<file path="src/source/board_pkg.sv">
// board-side constants and vector types, referenced by scoped name from the glue RTL
`default_nettype none

package board_pkg;

  // ======================================================================
  // board widths
  // ======================================================================
  localparam int unsigned key_count     = 4;  // push buttons KEY[3:0]
  localparam int unsigned led_pio_width = 9;  // processor led pio word
  localparam int unsigned ledr_width    = 10; // red leds on the board
  localparam int unsigned stm_width     = 28; // trace hw-event word

  typedef logic [key_count-1:0]     key_vec_t;    // one bit per key or button
  typedef logic [led_pio_width-1:0] led_pio_t;
  typedef logic [ledr_width-1:0]    ledr_t;
  typedef logic [stm_width-1:0]     stm_events_t;

  // ======================================================================
  // timing defaults, all in fpga_clk_50 cycles
  // ======================================================================
  localparam int unsigned clk_hz = 50_000_000;

  // 20 us per debounce sample
  localparam int unsigned debounce_tick_cycles = clk_hz / 50_000;

  // 50 equal samples -> about 1 ms of stable key level
  localparam int unsigned debounce_stable_ticks = 50;

  // heartbeat led flips every 500 ms, so a 1 s blink period
  localparam int unsigned heartbeat_cycles = clk_hz / 2;

endpackage : board_pkg

`default_nettype wire

</file>
<file path="src/source/hps_reset_pkg.sv">
// reset-request kinds, pulse lengths and pulse FSM encoding for the hps reset handshake
`default_nettype none

package hps_reset_pkg;

  // request vector index, one bit per kind
  typedef enum logic [1:0] {
    kind_cold  = 2'd0,
    kind_warm  = 2'd1,
    kind_debug = 2'd2
  } reset_kind_e;

  localparam int unsigned reset_req_count = 3;

  // active pulse lengths seen by the hps, in clock cycles
  localparam int unsigned cold_pulse_len  = 6;
  localparam int unsigned warm_pulse_len  = 2;
  localparam int unsigned debug_pulse_len = 32;

  // pulse FSM states
  typedef enum logic [1:0] {
    st_idle  = 2'd0, // waiting for a request edge
    st_pulse = 2'd1, // pulse running
    st_hold  = 2'd2  // waiting for request to drop
  } pulse_state_e;

endpackage : hps_reset_pkg

`default_nettype wire

</file>
<file path="src/source/heartbeat_timer.sv">
// free-running timer giving the debounce sample strobe and the heartbeat led level
`timescale 1ns/1ps
`default_nettype none

module heartbeat_timer #(
  parameter int unsigned debounce_tick_cycles = board_pkg::debounce_tick_cycles,
  parameter int unsigned heartbeat_cycles     = board_pkg::heartbeat_cycles
) (
  input  wire  fpga_clk_50,
  input  wire  hps_fpga_reset_n,
  output logic tick,      // one-cycle strobe
  output logic heartbeat  // led level
);

  // +1 keeps the width at least one bit for tiny counts
  localparam int tick_w = $clog2(debounce_tick_cycles + 1);
  localparam int hb_w   = $clog2(heartbeat_cycles + 1);

  logic [tick_w-1:0] tick_cnt;
  logic [hb_w-1:0]   hb_cnt;
  logic              tick_wrap;
  logic              hb_wrap;

  assign tick_wrap = (tick_cnt == tick_w'(debounce_tick_cycles - 1));
  assign hb_wrap   = (hb_cnt == hb_w'(heartbeat_cycles - 1));

  // ======================================================================
  // debounce tick
  // ======================================================================
  always_ff @(posedge fpga_clk_50 or negedge hps_fpga_reset_n)
  begin
    if (!hps_fpga_reset_n)
    begin
      tick_cnt <= '0;
      tick     <= 1'b0;
    end
    else
    begin
      tick_cnt <= tick_wrap ? '0 : tick_cnt + 1'b1;
      tick     <= tick_wrap; // registered, so first strobe lands N cycles after release
    end
  end

  // ======================================================================
  // heartbeat
  // ======================================================================
  always_ff @(posedge fpga_clk_50 or negedge hps_fpga_reset_n)
  begin
    if (!hps_fpga_reset_n)
    begin
      hb_cnt    <= '0;
      heartbeat <= 1'b0; // led off out of reset
    end
    else if (hb_wrap)
    begin
      hb_cnt    <= '0;
      heartbeat <= ~heartbeat;
    end
    else
      hb_cnt <= hb_cnt + 1'b1;
  end

  // strobe must stay a single cycle, the debouncer counts every high cycle
  a_tick_single : assert property (@(posedge fpga_clk_50) disable iff (!hps_fpga_reset_n)
    tick |=> !tick);

endmodule : heartbeat_timer

`default_nettype wire

</file>
<file path="src/source/key_debounce.sv">
// key debouncer, two-flop synchronizer plus per-key stability counters stepped by the tick strobe
`timescale 1ns/1ps
`default_nettype none

module key_debounce #(
  parameter int unsigned debounce_stable_ticks = board_pkg::debounce_stable_ticks
) (
  input  wire               fpga_clk_50,
  input  wire               hps_fpga_reset_n,
  input  wire               tick,    // sample strobe from the timer
  input  board_pkg::key_vec_t key,   // raw keys, active low
  output board_pkg::key_vec_t buttons // clean, active high
);

  localparam int cnt_w = $clog2(debounce_stable_ticks + 1);

  board_pkg::key_vec_t key_meta;  // first sync stage
  board_pkg::key_vec_t key_sync;  // second sync stage
  board_pkg::key_vec_t key_prev;  // level seen at the previous tick
  logic [cnt_w-1:0]    stable_cnt [board_pkg::key_count];

  // ======================================================================
  // synchronizer
  // ======================================================================
  always_ff @(posedge fpga_clk_50 or negedge hps_fpga_reset_n)
  begin
    if (!hps_fpga_reset_n)
    begin
      key_meta <= '1; // released keys read high
      key_sync <= '1;
    end
    else
    begin
      key_meta <= key;
      key_sync <= key_meta;
    end
  end

  // ======================================================================
  // stability counters
  // ======================================================================
  // a key level is accepted once it has matched the previous sample for
  // debounce_stable_ticks ticks in a row; any mismatch restarts the count
  always_ff @(posedge fpga_clk_50 or negedge hps_fpga_reset_n)
  begin
    if (!hps_fpga_reset_n)
    begin
      key_prev <= '1;
      buttons  <= '0; // nothing pressed
      for (int i = 0; i < board_pkg::key_count; i++)
        stable_cnt[i] <= '0;
    end
    else if (tick)
    begin
      key_prev <= key_sync;
      for (int i = 0; i < board_pkg::key_count; i++)
      begin
        if (key_sync[i] != key_prev[i])
          stable_cnt[i] <= '0; // bounce, start over
        else if (stable_cnt[i] != cnt_w'(debounce_stable_ticks))
          stable_cnt[i] <= stable_cnt[i] + 1'b1; // saturates at the limit

        // this tick takes the count to the limit (or it is already there)
        if ((key_sync[i] == key_prev[i]) &&
            (stable_cnt[i] >= cnt_w'(debounce_stable_ticks - 1)))
          buttons[i] <= ~key_sync[i]; // invert to active high
      end
    end
  end

  // outputs only move on the edge that consumed a tick
  a_btn_after_tick : assert property (@(posedge fpga_clk_50) disable iff (!hps_fpga_reset_n)
    $changed(buttons) |-> $past(tick));

  for (genvar gi = 0; gi < board_pkg::key_count; gi++)
  begin : g_cnt_chk
    a_cnt_bound : assert property (@(posedge fpga_clk_50) disable iff (!hps_fpga_reset_n)
      stable_cnt[gi] <= cnt_w'(debounce_stable_ticks));
  end

endmodule : key_debounce

`default_nettype wire

</file>
<file path="src/source/reset_pulse_fsm.sv">
// edge-to-pulse FSM, one instance per hps reset request, gives a fixed-length active-high pulse
`timescale 1ns/1ps
`default_nettype none

module reset_pulse_fsm #(
  parameter int unsigned pulse_len = hps_reset_pkg::cold_pulse_len
) (
  input  wire  fpga_clk_50,
  input  wire  hps_fpga_reset_n,
  input  wire  req,   // request level, active high
  output logic pulse  // active high, inverted at the top
);

  localparam int cnt_w = $clog2(pulse_len + 1);

  hps_reset_pkg::pulse_state_e state;
  hps_reset_pkg::pulse_state_e state_nxt;
  logic                        req_q;   // previous request sample
  logic                        req_rise;
  logic [cnt_w-1:0]            len_cnt;
  logic                        len_done;

  assign req_rise = req & ~req_q;
  assign len_done = (len_cnt == cnt_w'(pulse_len - 1));

  // ======================================================================
  // next state
  // ======================================================================
  always_comb
  begin
    state_nxt = state;
    unique case (state)
      hps_reset_pkg::st_idle:
        if (req_rise)
          state_nxt = hps_reset_pkg::st_pulse;
      hps_reset_pkg::st_pulse:
        if (len_done)
          state_nxt = hps_reset_pkg::st_hold;
      hps_reset_pkg::st_hold:
        if (!req)
          state_nxt = hps_reset_pkg::st_idle; // rearm only after request drops
      default:
        state_nxt = hps_reset_pkg::st_idle;
    endcase
  end

  // ======================================================================
  // state, length counter, output stage
  // ======================================================================
  always_ff @(posedge fpga_clk_50 or negedge hps_fpga_reset_n)
  begin
    if (!hps_fpga_reset_n)
    begin
      state   <= hps_reset_pkg::st_idle;
      req_q   <= 1'b0;
      len_cnt <= '0;
      pulse   <= 1'b0;
    end
    else
    begin
      state <= state_nxt;
      req_q <= req;
      // count only while the pulse state runs
      if (state == hps_reset_pkg::st_pulse)
        len_cnt <= len_cnt + 1'b1;
      else
        len_cnt <= '0;
      // output trails the state by one edge, pulse starts 2 edges after first sample
      pulse <= (state == hps_reset_pkg::st_pulse);
    end
  end

  // pulse length is bounded, the hps never sees a stuck reset
  a_pulse_len : assert property (@(posedge fpga_clk_50) disable iff (!hps_fpga_reset_n)
    pulse [*pulse_len] |=> !pulse);

  // a new pulse only ever starts out of idle (edges during pulse/hold dropped)
  a_rise_from_idle : assert property (@(posedge fpga_clk_50) disable iff (!hps_fpga_reset_n)
    $rose(pulse) |-> $past(state == hps_reset_pkg::st_idle, 2));

endmodule : reset_pulse_fsm

`default_nettype wire

</file>
<file path="src/source/fpga_glue_top.sv">
// fpga glue top level, wires timer, debouncer and reset pulse FSMs and builds led and trace words
`timescale 1ns/1ps
`default_nettype none

module fpga_glue_top #(
  parameter int unsigned debounce_tick_cycles  = board_pkg::debounce_tick_cycles,
  parameter int unsigned debounce_stable_ticks = board_pkg::debounce_stable_ticks,
  parameter int unsigned heartbeat_cycles      = board_pkg::heartbeat_cycles
) (
  input  wire                                       fpga_clk_50,
  input  wire                                       hps_fpga_reset_n,
  input  board_pkg::key_vec_t                       key,       // active low
  input  wire [hps_reset_pkg::reset_req_count-1:0]  reset_req, // cold, warm, debug
  input  board_pkg::led_pio_t                       led_pio,   // from processor pio
  output board_pkg::ledr_t                          ledr,
  output board_pkg::key_vec_t                       buttons,   // active high
  output logic                                      cold_reset_req_n,
  output logic                                      warm_reset_req_n,
  output logic                                      debug_reset_req_n,
  output board_pkg::stm_events_t                    stm_hw_events
);

  // zero bits above led_pio in the event word
  localparam int unsigned stm_pad =
    board_pkg::stm_width - board_pkg::led_pio_width - board_pkg::key_count;

  logic                                     tick;
  logic                                     heartbeat;
  logic [hps_reset_pkg::reset_req_count-1:0] reset_pulse; // active high, per kind

  // ======================================================================
  // timer and debouncer
  // ======================================================================
  heartbeat_timer #(
    .debounce_tick_cycles (debounce_tick_cycles),
    .heartbeat_cycles     (heartbeat_cycles)
  ) i_heartbeat_timer (
    .fpga_clk_50      (fpga_clk_50),
    .hps_fpga_reset_n (hps_fpga_reset_n),
    .tick             (tick),
    .heartbeat        (heartbeat)
  );

  key_debounce #(
    .debounce_stable_ticks (debounce_stable_ticks)
  ) i_key_debounce (
    .fpga_clk_50      (fpga_clk_50),
    .hps_fpga_reset_n (hps_fpga_reset_n),
    .tick             (tick),
    .key              (key),
    .buttons          (buttons)
  );

  // ======================================================================
  // reset request pulses
  // ======================================================================
  reset_pulse_fsm #(.pulse_len(hps_reset_pkg::cold_pulse_len)) i_pulse_cold (
    .fpga_clk_50      (fpga_clk_50),
    .hps_fpga_reset_n (hps_fpga_reset_n),
    .req              (reset_req[hps_reset_pkg::kind_cold]),
    .pulse            (reset_pulse[hps_reset_pkg::kind_cold])
  );

  reset_pulse_fsm #(.pulse_len(hps_reset_pkg::warm_pulse_len)) i_pulse_warm (
    .fpga_clk_50      (fpga_clk_50),
    .hps_fpga_reset_n (hps_fpga_reset_n),
    .req              (reset_req[hps_reset_pkg::kind_warm]),
    .pulse            (reset_pulse[hps_reset_pkg::kind_warm])
  );

  reset_pulse_fsm #(.pulse_len(hps_reset_pkg::debug_pulse_len)) i_pulse_debug (
    .fpga_clk_50      (fpga_clk_50),
    .hps_fpga_reset_n (hps_fpga_reset_n),
    .req              (reset_req[hps_reset_pkg::kind_debug]),
    .pulse            (reset_pulse[hps_reset_pkg::kind_debug])
  );

  // hps request inputs are active low
  assign cold_reset_req_n  = ~reset_pulse[hps_reset_pkg::kind_cold];
  assign warm_reset_req_n  = ~reset_pulse[hps_reset_pkg::kind_warm];
  assign debug_reset_req_n = ~reset_pulse[hps_reset_pkg::kind_debug];

  // ======================================================================
  // status words, no registers here
  // ======================================================================
  assign ledr          = {led_pio, heartbeat}; // bit 0 blinks
  assign stm_hw_events = {{stm_pad{1'b0}}, led_pio, buttons};

endmodule : fpga_glue_top

`default_nettype wire

</file>
<file path="config.mk">
export PLATFORM = sky130hd
export DESIGN_NAME = fpga_glue_top
export DESIGN_NICKNAME = d
export VERILOG_FILES = /design/src/source/board_pkg.sv /design/src/source/hps_reset_pkg.sv /design/src/source/heartbeat_timer.sv /design/src/source/key_debounce.sv /design/src/source/reset_pulse_fsm.sv /design/src/source/fpga_glue_top.sv
export SDC_FILE = /design/constraint.sdc
export NUM_CORES = 1
export LEC_CHECK = 0
export BUFFER_PORTS_ARGS = -buffer_cell sky130_fd_sc_hd__buf_2
export CORE_ASPECT_RATIO = 0.75
export CORE_MARGIN = 2
export CORE_UTILIZATION = 40
export DETAILED_ROUTE_END_ITERATION = 8
export SLEW_MARGIN = 20
export SYNTH_ARGS = -nofsm -noshare
export SYNTH_HDL_FRONTEND = slang
export SYNTH_SLANG_ARGS = --single-unit
</file>
<file path="constraint.sdc">
create_clock -name fpga_clk_50 -period 2.7 [get_ports fpga_clk_50]
set_clock_uncertainty 0.2 [all_clocks]
set_input_delay 0.135 -clock fpga_clk_50 [delete_from_list [all_inputs] [get_ports fpga_clk_50]]
set_output_delay 0.135 -clock fpga_clk_50 [all_outputs]
set_load 0.01 [all_outputs]
</file>
==> summary.txt, run 1 <==
Clocking
  • Number of buffers on the longest clock path: 2
  • Postcts setup bufs: 0
  • Skew-Pair Late Insertion Delay: 0.34 ns
  • CTS tree: done
  • CTS HTree Levels: 3
  • Inserted Clock Buffers: 9
  • Post-cts sizing count: 0
  • Hold buffers post-CTS: 8
  • Root buffer cell: clkbuf_16
  • Sink Count: 100
  • Clock-pin slew on the worst setup and hold paths: 0.07 ns

STA
  • Setup TNS: 0 ns
  • Final setup vio count: 0
  • Final Hold Fails: 0
  • RSZ-0062 raised after global routing: no
  • Fmax: 466 MHz
  • Final min period: between 2 and 2.5 ns
  • Slew @ Worst Pin: 0.543 ns
  • Slew headroom: 63.5%
  • Pins Over Slew Limit: 0
  • Period utilisation layout: 79.5%
  • Setup WS post-layout: 0.553 ns

Global routing
  • Number of global-route vias before repair: 3223
  • Pin count of the biggest net entering global routing: 62
  • First-pass GRT wire length: about 15000 um
  • Tot GR Track Use: 14.0%
  • Initial antenna violation count: 0
  • GR Overflow Total: 0

Setup path
  • Crit. End Element: flip-flop
  • Worst path required time: 2.77 ns
  • Critical path class: flip-flop to flip-flop
  • Crit path from: i_heartbeat_timer.hb_cnt[0]$_DFF_PN0_
  • RR Endpoint: i_heartbeat_timer.heartbeat$_DFFE_PN0N_
  • Reg2reg start: i_heartbeat_timer.hb_cnt[0]$_DFF_PN0_
  • Crit-path max FO: 9
  • FF-to-FF setup slack: roughly 0.55 ns
  • Nature of the critical path startpoint: flip-flop
  • Worst Reg-to-Reg Cells: 6
  • Worst Path Arrival: 2.21 ns
  • Crit path capture: i_heartbeat_timer.heartbeat$_DFFE_PN0N_

Logic synthesis
  • Top cells by instance count after synthesis: 88 x dfrtp_1, 38 x buf_4, 34 x nor2_1
  • Post-synth cell types: 51
  • Synth area leaders: dfrtp_1 44%, dfstp_2 6.3%, buf_4 5.7%, ha_1 5.5%, xnor2_1 3.7%
  • Synth Flop Type: dfrtp_1
  • Most common cell in the netlist: dfrtp_1
  • Proportion of netlist area held by the largest area contributor: ~44%
  • Synth async-reset ratio: 100%
  • Mapped Cells: 478
  • Synth Register Bits: 100
  • Sequential area share after synthesis: 50.0%
  • Post-synth EDFFs: 0
  • Biggest area consumer among synthesized cells: dfrtp_1
  • Yosys Warn Count: 0
  • Mapped cell area: 5040 um2
  • Avg Cell Area, Syn: 10.5 um2

Outcome
  • Outcome: complete, no violations

Power
  • Power per Cell Area: 622 nW/um2
  • Worst vdd ir: approximately 0.30 mV
  • LEAKAGE: 2.53 nW

Place
  • Place WS: ~0.54 ns
  • RePlAce Congestion: approximately 0.8
  • HPWL after detailed placement: 5780 um
  • Port-buffer cells: 20

Floorplanning
  • CORE AREA: between 10000 and 15000 um2
  • Die Wd: 134 um
  • Row cnt: 35
  • Die Footprint: between 10000 and 15000 um2
  • Die height: between 100 and 150 um
  • Initial Utilization: 40.9%
  • IO Pins: 63

Layout
  • Final net count: 533
  • Final Core Density: 45.2%
  • Layout area overhead: 10.3%
  • ANT cells: 0
  • Layout cells sized above 1: 14.9%
  • Fill count: 1143

Route
  • Routed length per instance: 12.9 um
  • DRC errors left: 0
  • Total Wirelength: 8550 um
  • Vias per cell: 5.00
  • Post-route ant nets: 0
  • Via Count: 3320
  • Initial DRC Count: just over 200
  • Detailed Routing Iterations Pass 1: 4

Run
  • Maxcap violations: 0

Min path
  • Worst hold stages: 0
  • Worst Hold Launch: led_pio[6]
  • Worst Hold Class: input pin to primary output
-- worst min-delay path by stage --
stage / to
6_report: ledr[7]
3_3_place_gp: i_key_debounce.buttons[2]$_DFFE_PN0P_
5_1_grt: ledr[5]
4_1_cts: stm_hw_events[11]
3_5_place_dp: i_key_debounce.buttons[2]$_DFFE_PN0P_
2_1_floorplan: i_heartbeat_timer.hb_cnt[0]$_DFF_PN0_
-- kinds of logic (layout without fill, tap and decap cells) --
| kind of cell | Yosys count | in the layout | synth area share (%) |
|---|---|---|---|
| AND/OR/NAND/NOR | 169 | 169 | 19.2 |
| other | 1 | 15 | 0.0745 |
| AO/OA/AOI/OAI | 71 | 71 | 8.87 |
| buffers and inverters | 70 | 76 | 8.22 |
| multiplexers | 9 | 9 | 1.89 |
| adder cells (fa/ha/maj) | 22 | 22 | 5.47 |
| flip-flops | 100 | 100 | 50.0 |
| XOR/XNOR | 36 | 36 | 6.26 |
-- cell type report --
cell class / instances / area [um2] / share of cell area, %
clock buffers: 12 / 267 / 4.80
clock inverters: 4 / 70.1 / 1.26
inverters: 26 / 97.6 / 1.76
multi-input cells: 322 / 2160 / 38.8
flip-flops and latches: 100 / 2520 / 45.3
well taps: 166 / 208 / 3.74
repair buffers: 34 / 240 / 4.32
-- through the flow --
step	total power [mW]	std cells	hold WS, ns	instance area, um2
3_3_place_gp	2.03	640	-0.0607	5140
4_1_cts	3.51	664	0.0701	5560
6_report	3.46	664	0.0700	5560
3_5_place_dp	2.05	640	-0.0504	5140
5_1_grt	3.64	664	0.0700	5560
2_1_floorplan	1.98	492	-0.361	5090
-- critical path, stage by stage (launching register included) --
cell and delay (ns):
dfrtp_1 0.40, ha_1 0.22, and3_2 0.25, nand3_1 0.16, nor4_4 0.42, buf_4 0.27
xor2_1 0.15
-- flip-flops by register name, summed over array words and instances, names as in the netlist, 3 cells and up --
name                        flops
i_heartbeat_timer.hb_cnt       25
i_heartbeat_timer.tick_cnt     10
i_key_debounce.buttons          4
i_key_debounce.key_meta         4
i_key_debounce.key_prev         4
i_key_debounce.key_sync         4
i_key_debounce.stable_cnt      24
i_pulse_cold.len_cnt            3
i_pulse_debug.len_cnt           6
-- cell usage in the layout, fill, tap and decap left out, types with 9 or more instances in the layout --
cell	synthesis	final
nor2_1	34	34
buf_2	1	19
conb_1	1	15
dfstp_2	12	12
a21oi_1	24	24
nand3_1	23	23
xor2_1	15	15
nand2_1	29	29
nand4_1	16	16
dfrtp_1	88	88
o21ai_0	23	23
xnor2_1	21	21
clkbuf_16	0	9
ha_1	22	22
inv_1	25	25
nor3_1	10	10
-- power breakdown --
| group | internal [mW] | switching [mW] |
|---|---|---|
| sequential | 1.62 | 0.0859 |
| combinational | 0.136 | 0.181 |
| clock | 0.885 | 0.544 |
| total | 2.65 | 0.810 |
-- metal layers --
layer	up-vias	track usage, %	wire [um]	share of wire [%]
met2	57	22.0	3840	45
met3	13	3.15	287	3.4
met1	1599	18.9	4290	50
li1	1651	-	-	-
met5	-	0	0	0
met4	0	5.65	131	1.5
No activity file was read; power rests on OpenSTA's default activity.
==> inputs of run 2 (changes only) <==
clock period = 1.88 ns   (was 2.7 ns; I/O delays follow)
==> run 2 against run 1 <==
Against the previous run:
- sequential cell count is the same
- critical path depth increased by 1
- hold slack got worse by 0.030 ns
- via count rose by 6.6%
- register-to-register slack worse by 0.53 ns
- cell area up 7.8%
- final cell count increased by 7.1%
- clock power grew 27%
- utilization rose by 3.5 points
- sequential share of layout area fell by 3.3 points
- largest power group unchanged
==> summary.txt, run 2 (same netlist as run 1, synthesis figures left out) <==
Outcome
  • Outcome: complete, no violations (unchanged)

STA
  • Final Hold Fails: 0 (unchanged)
  • WHS: 0.0404 ns (was 0.0700 ns)
  • Slew @ Worst Pin: 0.490 ns (was 0.543 ns)
  • RSZ-0062 raised after global routing: yes (was no)
  • Slew headroom: 67.1% (was 63.5%)
  • Final min period: 1.86 ns (was 2.15 ns)
  • Final setup vio count: 0 (unchanged)
  • Pins Over Slew Limit: 0 (unchanged)
  • Setup TNS: 0 ns (unchanged)
  • Fmax: 538 MHz (was 466 MHz)
  • Period utilisation layout: 98.9% (was 79.5%)

Global routing
  • Tot GR Track Use: 14.8% (was 14.0%)
  • Number of global-route vias before repair: 3408 (was 3223)
  • Pin count of the biggest net entering global routing: 39 (was 62)
  • Initial antenna violation count: 0 (unchanged)
  • First-pass GRT wire length: 16200 um (was 15100 um)
  • GR Overflow Total: 0 (unchanged)

Floorplanning
  • Die Footprint: 13500 um2 (unchanged)
  • Initial Utilization: 40.9% (unchanged)
  • IO Pins: 63 (unchanged)
  • Die height: 101 um (unchanged)
  • CORE AREA: 12300 um2 (unchanged)
  • Row cnt: 35 (unchanged)
  • Die Wd: 134 um (unchanged)

Clocking
  • Skew-Pair Late Insertion Delay: 0.34 ns (about the same)
  • Clock-pin slew on the worst setup and hold paths: 0.07 ns (about the same)
  • CTS tree: done (unchanged)
  • Number of buffers on the longest clock path: 2 (unchanged)
  • Sink Count: 100 (unchanged)
  • CTS HTree Levels: 3 (unchanged)
  • Inserted Clock Buffers: 9 (unchanged)
  • Root buffer cell: clkbuf_16 (unchanged)

Setup path
  • CP max stage cell: dfrtp_1 (was nor4_4)
  • Crit. End Element: flip-flop (unchanged)
  • Nature of the critical path startpoint: flip-flop (unchanged)
  • Crit-path max FO: 6 (was 9)
  • Max stage delay on crit path: 0.40 ns (was 0.42 ns)
  • Worst Path Arrival: 1.90 ns (was 2.21 ns)
  • Crit path from: i_key_debounce.stable_cnt[12]$_DFFE_PN0P_ (was i_heartbeat_timer.hb_cnt[0]$_DFF_PN0_)
  • Crit-path cells: inv_2, ha_4, or3b_4, o31ai_4, buf_6, nor4b_1, a21o_1 (was ha_1, and3_2, nand3_1, nor4_4, buf_4, xor2_1)
  • Worst path required time: 1.92 ns (was 2.77 ns)
  • RR Endpoint: i_key_debounce.stable_cnt[15]$_DFFE_PN0P_ (was i_heartbeat_timer.heartbeat$_DFFE_PN0N_)
  • FF-to-FF setup slack: 0.02 ns (was 0.55 ns)
  • Reg2reg start: i_key_debounce.stable_cnt[12]$_DFFE_PN0P_ (was i_heartbeat_timer.hb_cnt[0]$_DFF_PN0_)
  • Critical path class: flip-flop to flip-flop (unchanged)
  • Worst Reg-to-Reg Cells: 7 (was 6)

Layout
  • Commonest cells after routing, fill and taps aside: 88 x dfrtp_1, 38 x buf_4, 33 x nor2_1 (was 88 x dfrtp_1, 34 x nor2_1, 29 x nand2_1)
  • Layout cells sized above 1: 22.2% (was 14.9%)
  • Largest regs: i_heartbeat_timer.hb_cnt (25), i_key_debounce.stable_cnt (24), i_heartbeat_timer.tick_cnt (10) (unchanged)
  • Most common cell after layout, fill and taps aside: dfrtp_1 (unchanged)
  • Layout area overhead: 18.9% (was 10.3%)
  • Final net count: 580 (was 533)
  • Fill count: 1141 (was 1143)
  • ANT cells: 0 (unchanged)
  • Final instance area: 5990 um2 (was 5560 um2)
  • Largest Register: i_heartbeat_timer.hb_cnt (unchanged)
  • Max FFs per register: 25 (unchanged)

Route
  • Detailed Routing Iterations Pass 1: 4 (unchanged)
  • Routed length per instance: 13.1 um (was 12.9 um)
  • Total Wirelength: 9290 um (was 8550 um)
  • Via Count: 3540 (was 3320)
  • Initial DRC Count: 194 (was 203)
  • Vias per cell: 4.98 (was 5.00)
  • Post-route ant nets: 0 (unchanged)
  • DRC errors left: 0 (unchanged)

Power
  • Power per Cell Area: 797 nW/um2 (was 622 nW/um2)
  • Worst vdd ir: 0.408 mV (was 0.300 mV)
  • LEAKAGE: 2.76 nW (was 2.53 nW)

Place
  • HPWL after detailed placement: 6420 um (was 5780 um)
  • Placed cell areas: 5370 um2 (was 5140 um2)
  • RePlAce Congestion: 0.766 (was 0.786)
  • Port-buffer cells: 20 (unchanged)

Min path
  • Worst Hold Class: input pin to asynchronous set/reset pin (was input pin to primary output)

Run
  • Maxcap violations: 0 (unchanged)
## run 2: cell types whose count changed in the layout (fill, tap and decap cells not counted), moves of 2 or more
cell	delta
dlygate4sd3_1	+9
nand3_1	-2
ha_4	+2
bufinv_16	-2
nand3_2	+2
nor4_2	+2
nor4_1	-2
buf_6	+5
buf_4	+32
ha_1	-2
## run 2: cell type report
cell class | count | area (um2) | share of cell area [%]
Clock buffer | 13 | 280 | 4.68
Sequential cell | 100 | 2520 | 42.0
Timing Repair Buffer | 81 | 652 | 10.9
Multi-Input combinational cell | 322 | 2210 | 37.0
Inverter | 26 | 97.6 | 1.63
Tap cell | 166 | 208 | 3.47
Clock inverter | 3 | 18.8 | 0.313
## run 2: worst max-delay path: cells and delay by family (launching register included)
family / cells / cell delay, ns
adders and majority gates: 1 / 0.11
buffers and inverters: 2 / 0.23
AOI/OAI and AO/OA: 2 / 0.39
DFF: 1 / 0.40
and+or+nand+nor: 2 / 0.42
## run 2: metal layers
metal / global-route usage (%) / vias to the layer above / routed length [um]
met2: 23.7 / 40 / 4460
li1: - / 1747 / -
met5: 0 / - / 0
met3: 3.80 / 10 / 276
met1: 20.3 / 1743 / 4460
met4: 3.93 / 0 / 93
## run 2: worst max path at each step
stage	to	slack (ns)	cells after the start
finish	i_key_debounce.stable_cnt[15]$_DFFE_PN0P_	0.02	7
global route	i_heartbeat_timer.heartbeat$_DFFE_PN0N_	-0.08	6
CTS	i_key_debounce.stable_cnt[14]$_DFFE_PN0P_	0.02	7
detailed placement	i_key_debounce.stable_cnt[17]$_DFFE_PN0P_	-0.09	6
global placement	i_key_debounce.stable_cnt[14]$_DFFE_PN0P_	0.01	6
floorplan	i_heartbeat_timer.hb_cnt[1]$_DFF_PN0_	-0.006	5
## run 2: stage by stage
| step | power, mW | utilization (%) | instances | setup WS [ns] |
|---|---|---|---|---|
| 3_5_place_dp | 2.96 | 43.6 | 668 | -0.0902 |
| 6_report | 4.77 | 48.7 | 711 | 0.0198 |
| 4_1_cts | 4.84 | 47.8 | 706 | 0.0218 |
| 2_1_floorplan | 2.84 | - | 492 | -0.00555 |
| 3_3_place_gp | 2.93 | 43.6 | 668 | 0.0140 |
| 5_1_grt | 5.04 | 48.7 | 711 | -0.0779 |
## run 2: what timing repair did
item / 4_1_cts / 5_1_grt
hold buffers: 17 / 0
resized for setup: 2 / 15
hold endpoints to repair: 122 / 0
buffers inserted: 5 / 5
pin swaps: 2 / 6
setup endpoints to repair: 5 / 19
cloned: 0 / 0
## run 2: power by group
part           total (mW)  switching [mW]  internal [mW]
clock                1.82           0.781           1.04
combinational       0.494           0.281          0.213
sequential           2.45           0.121           2.33
total                4.77            1.18           3.59
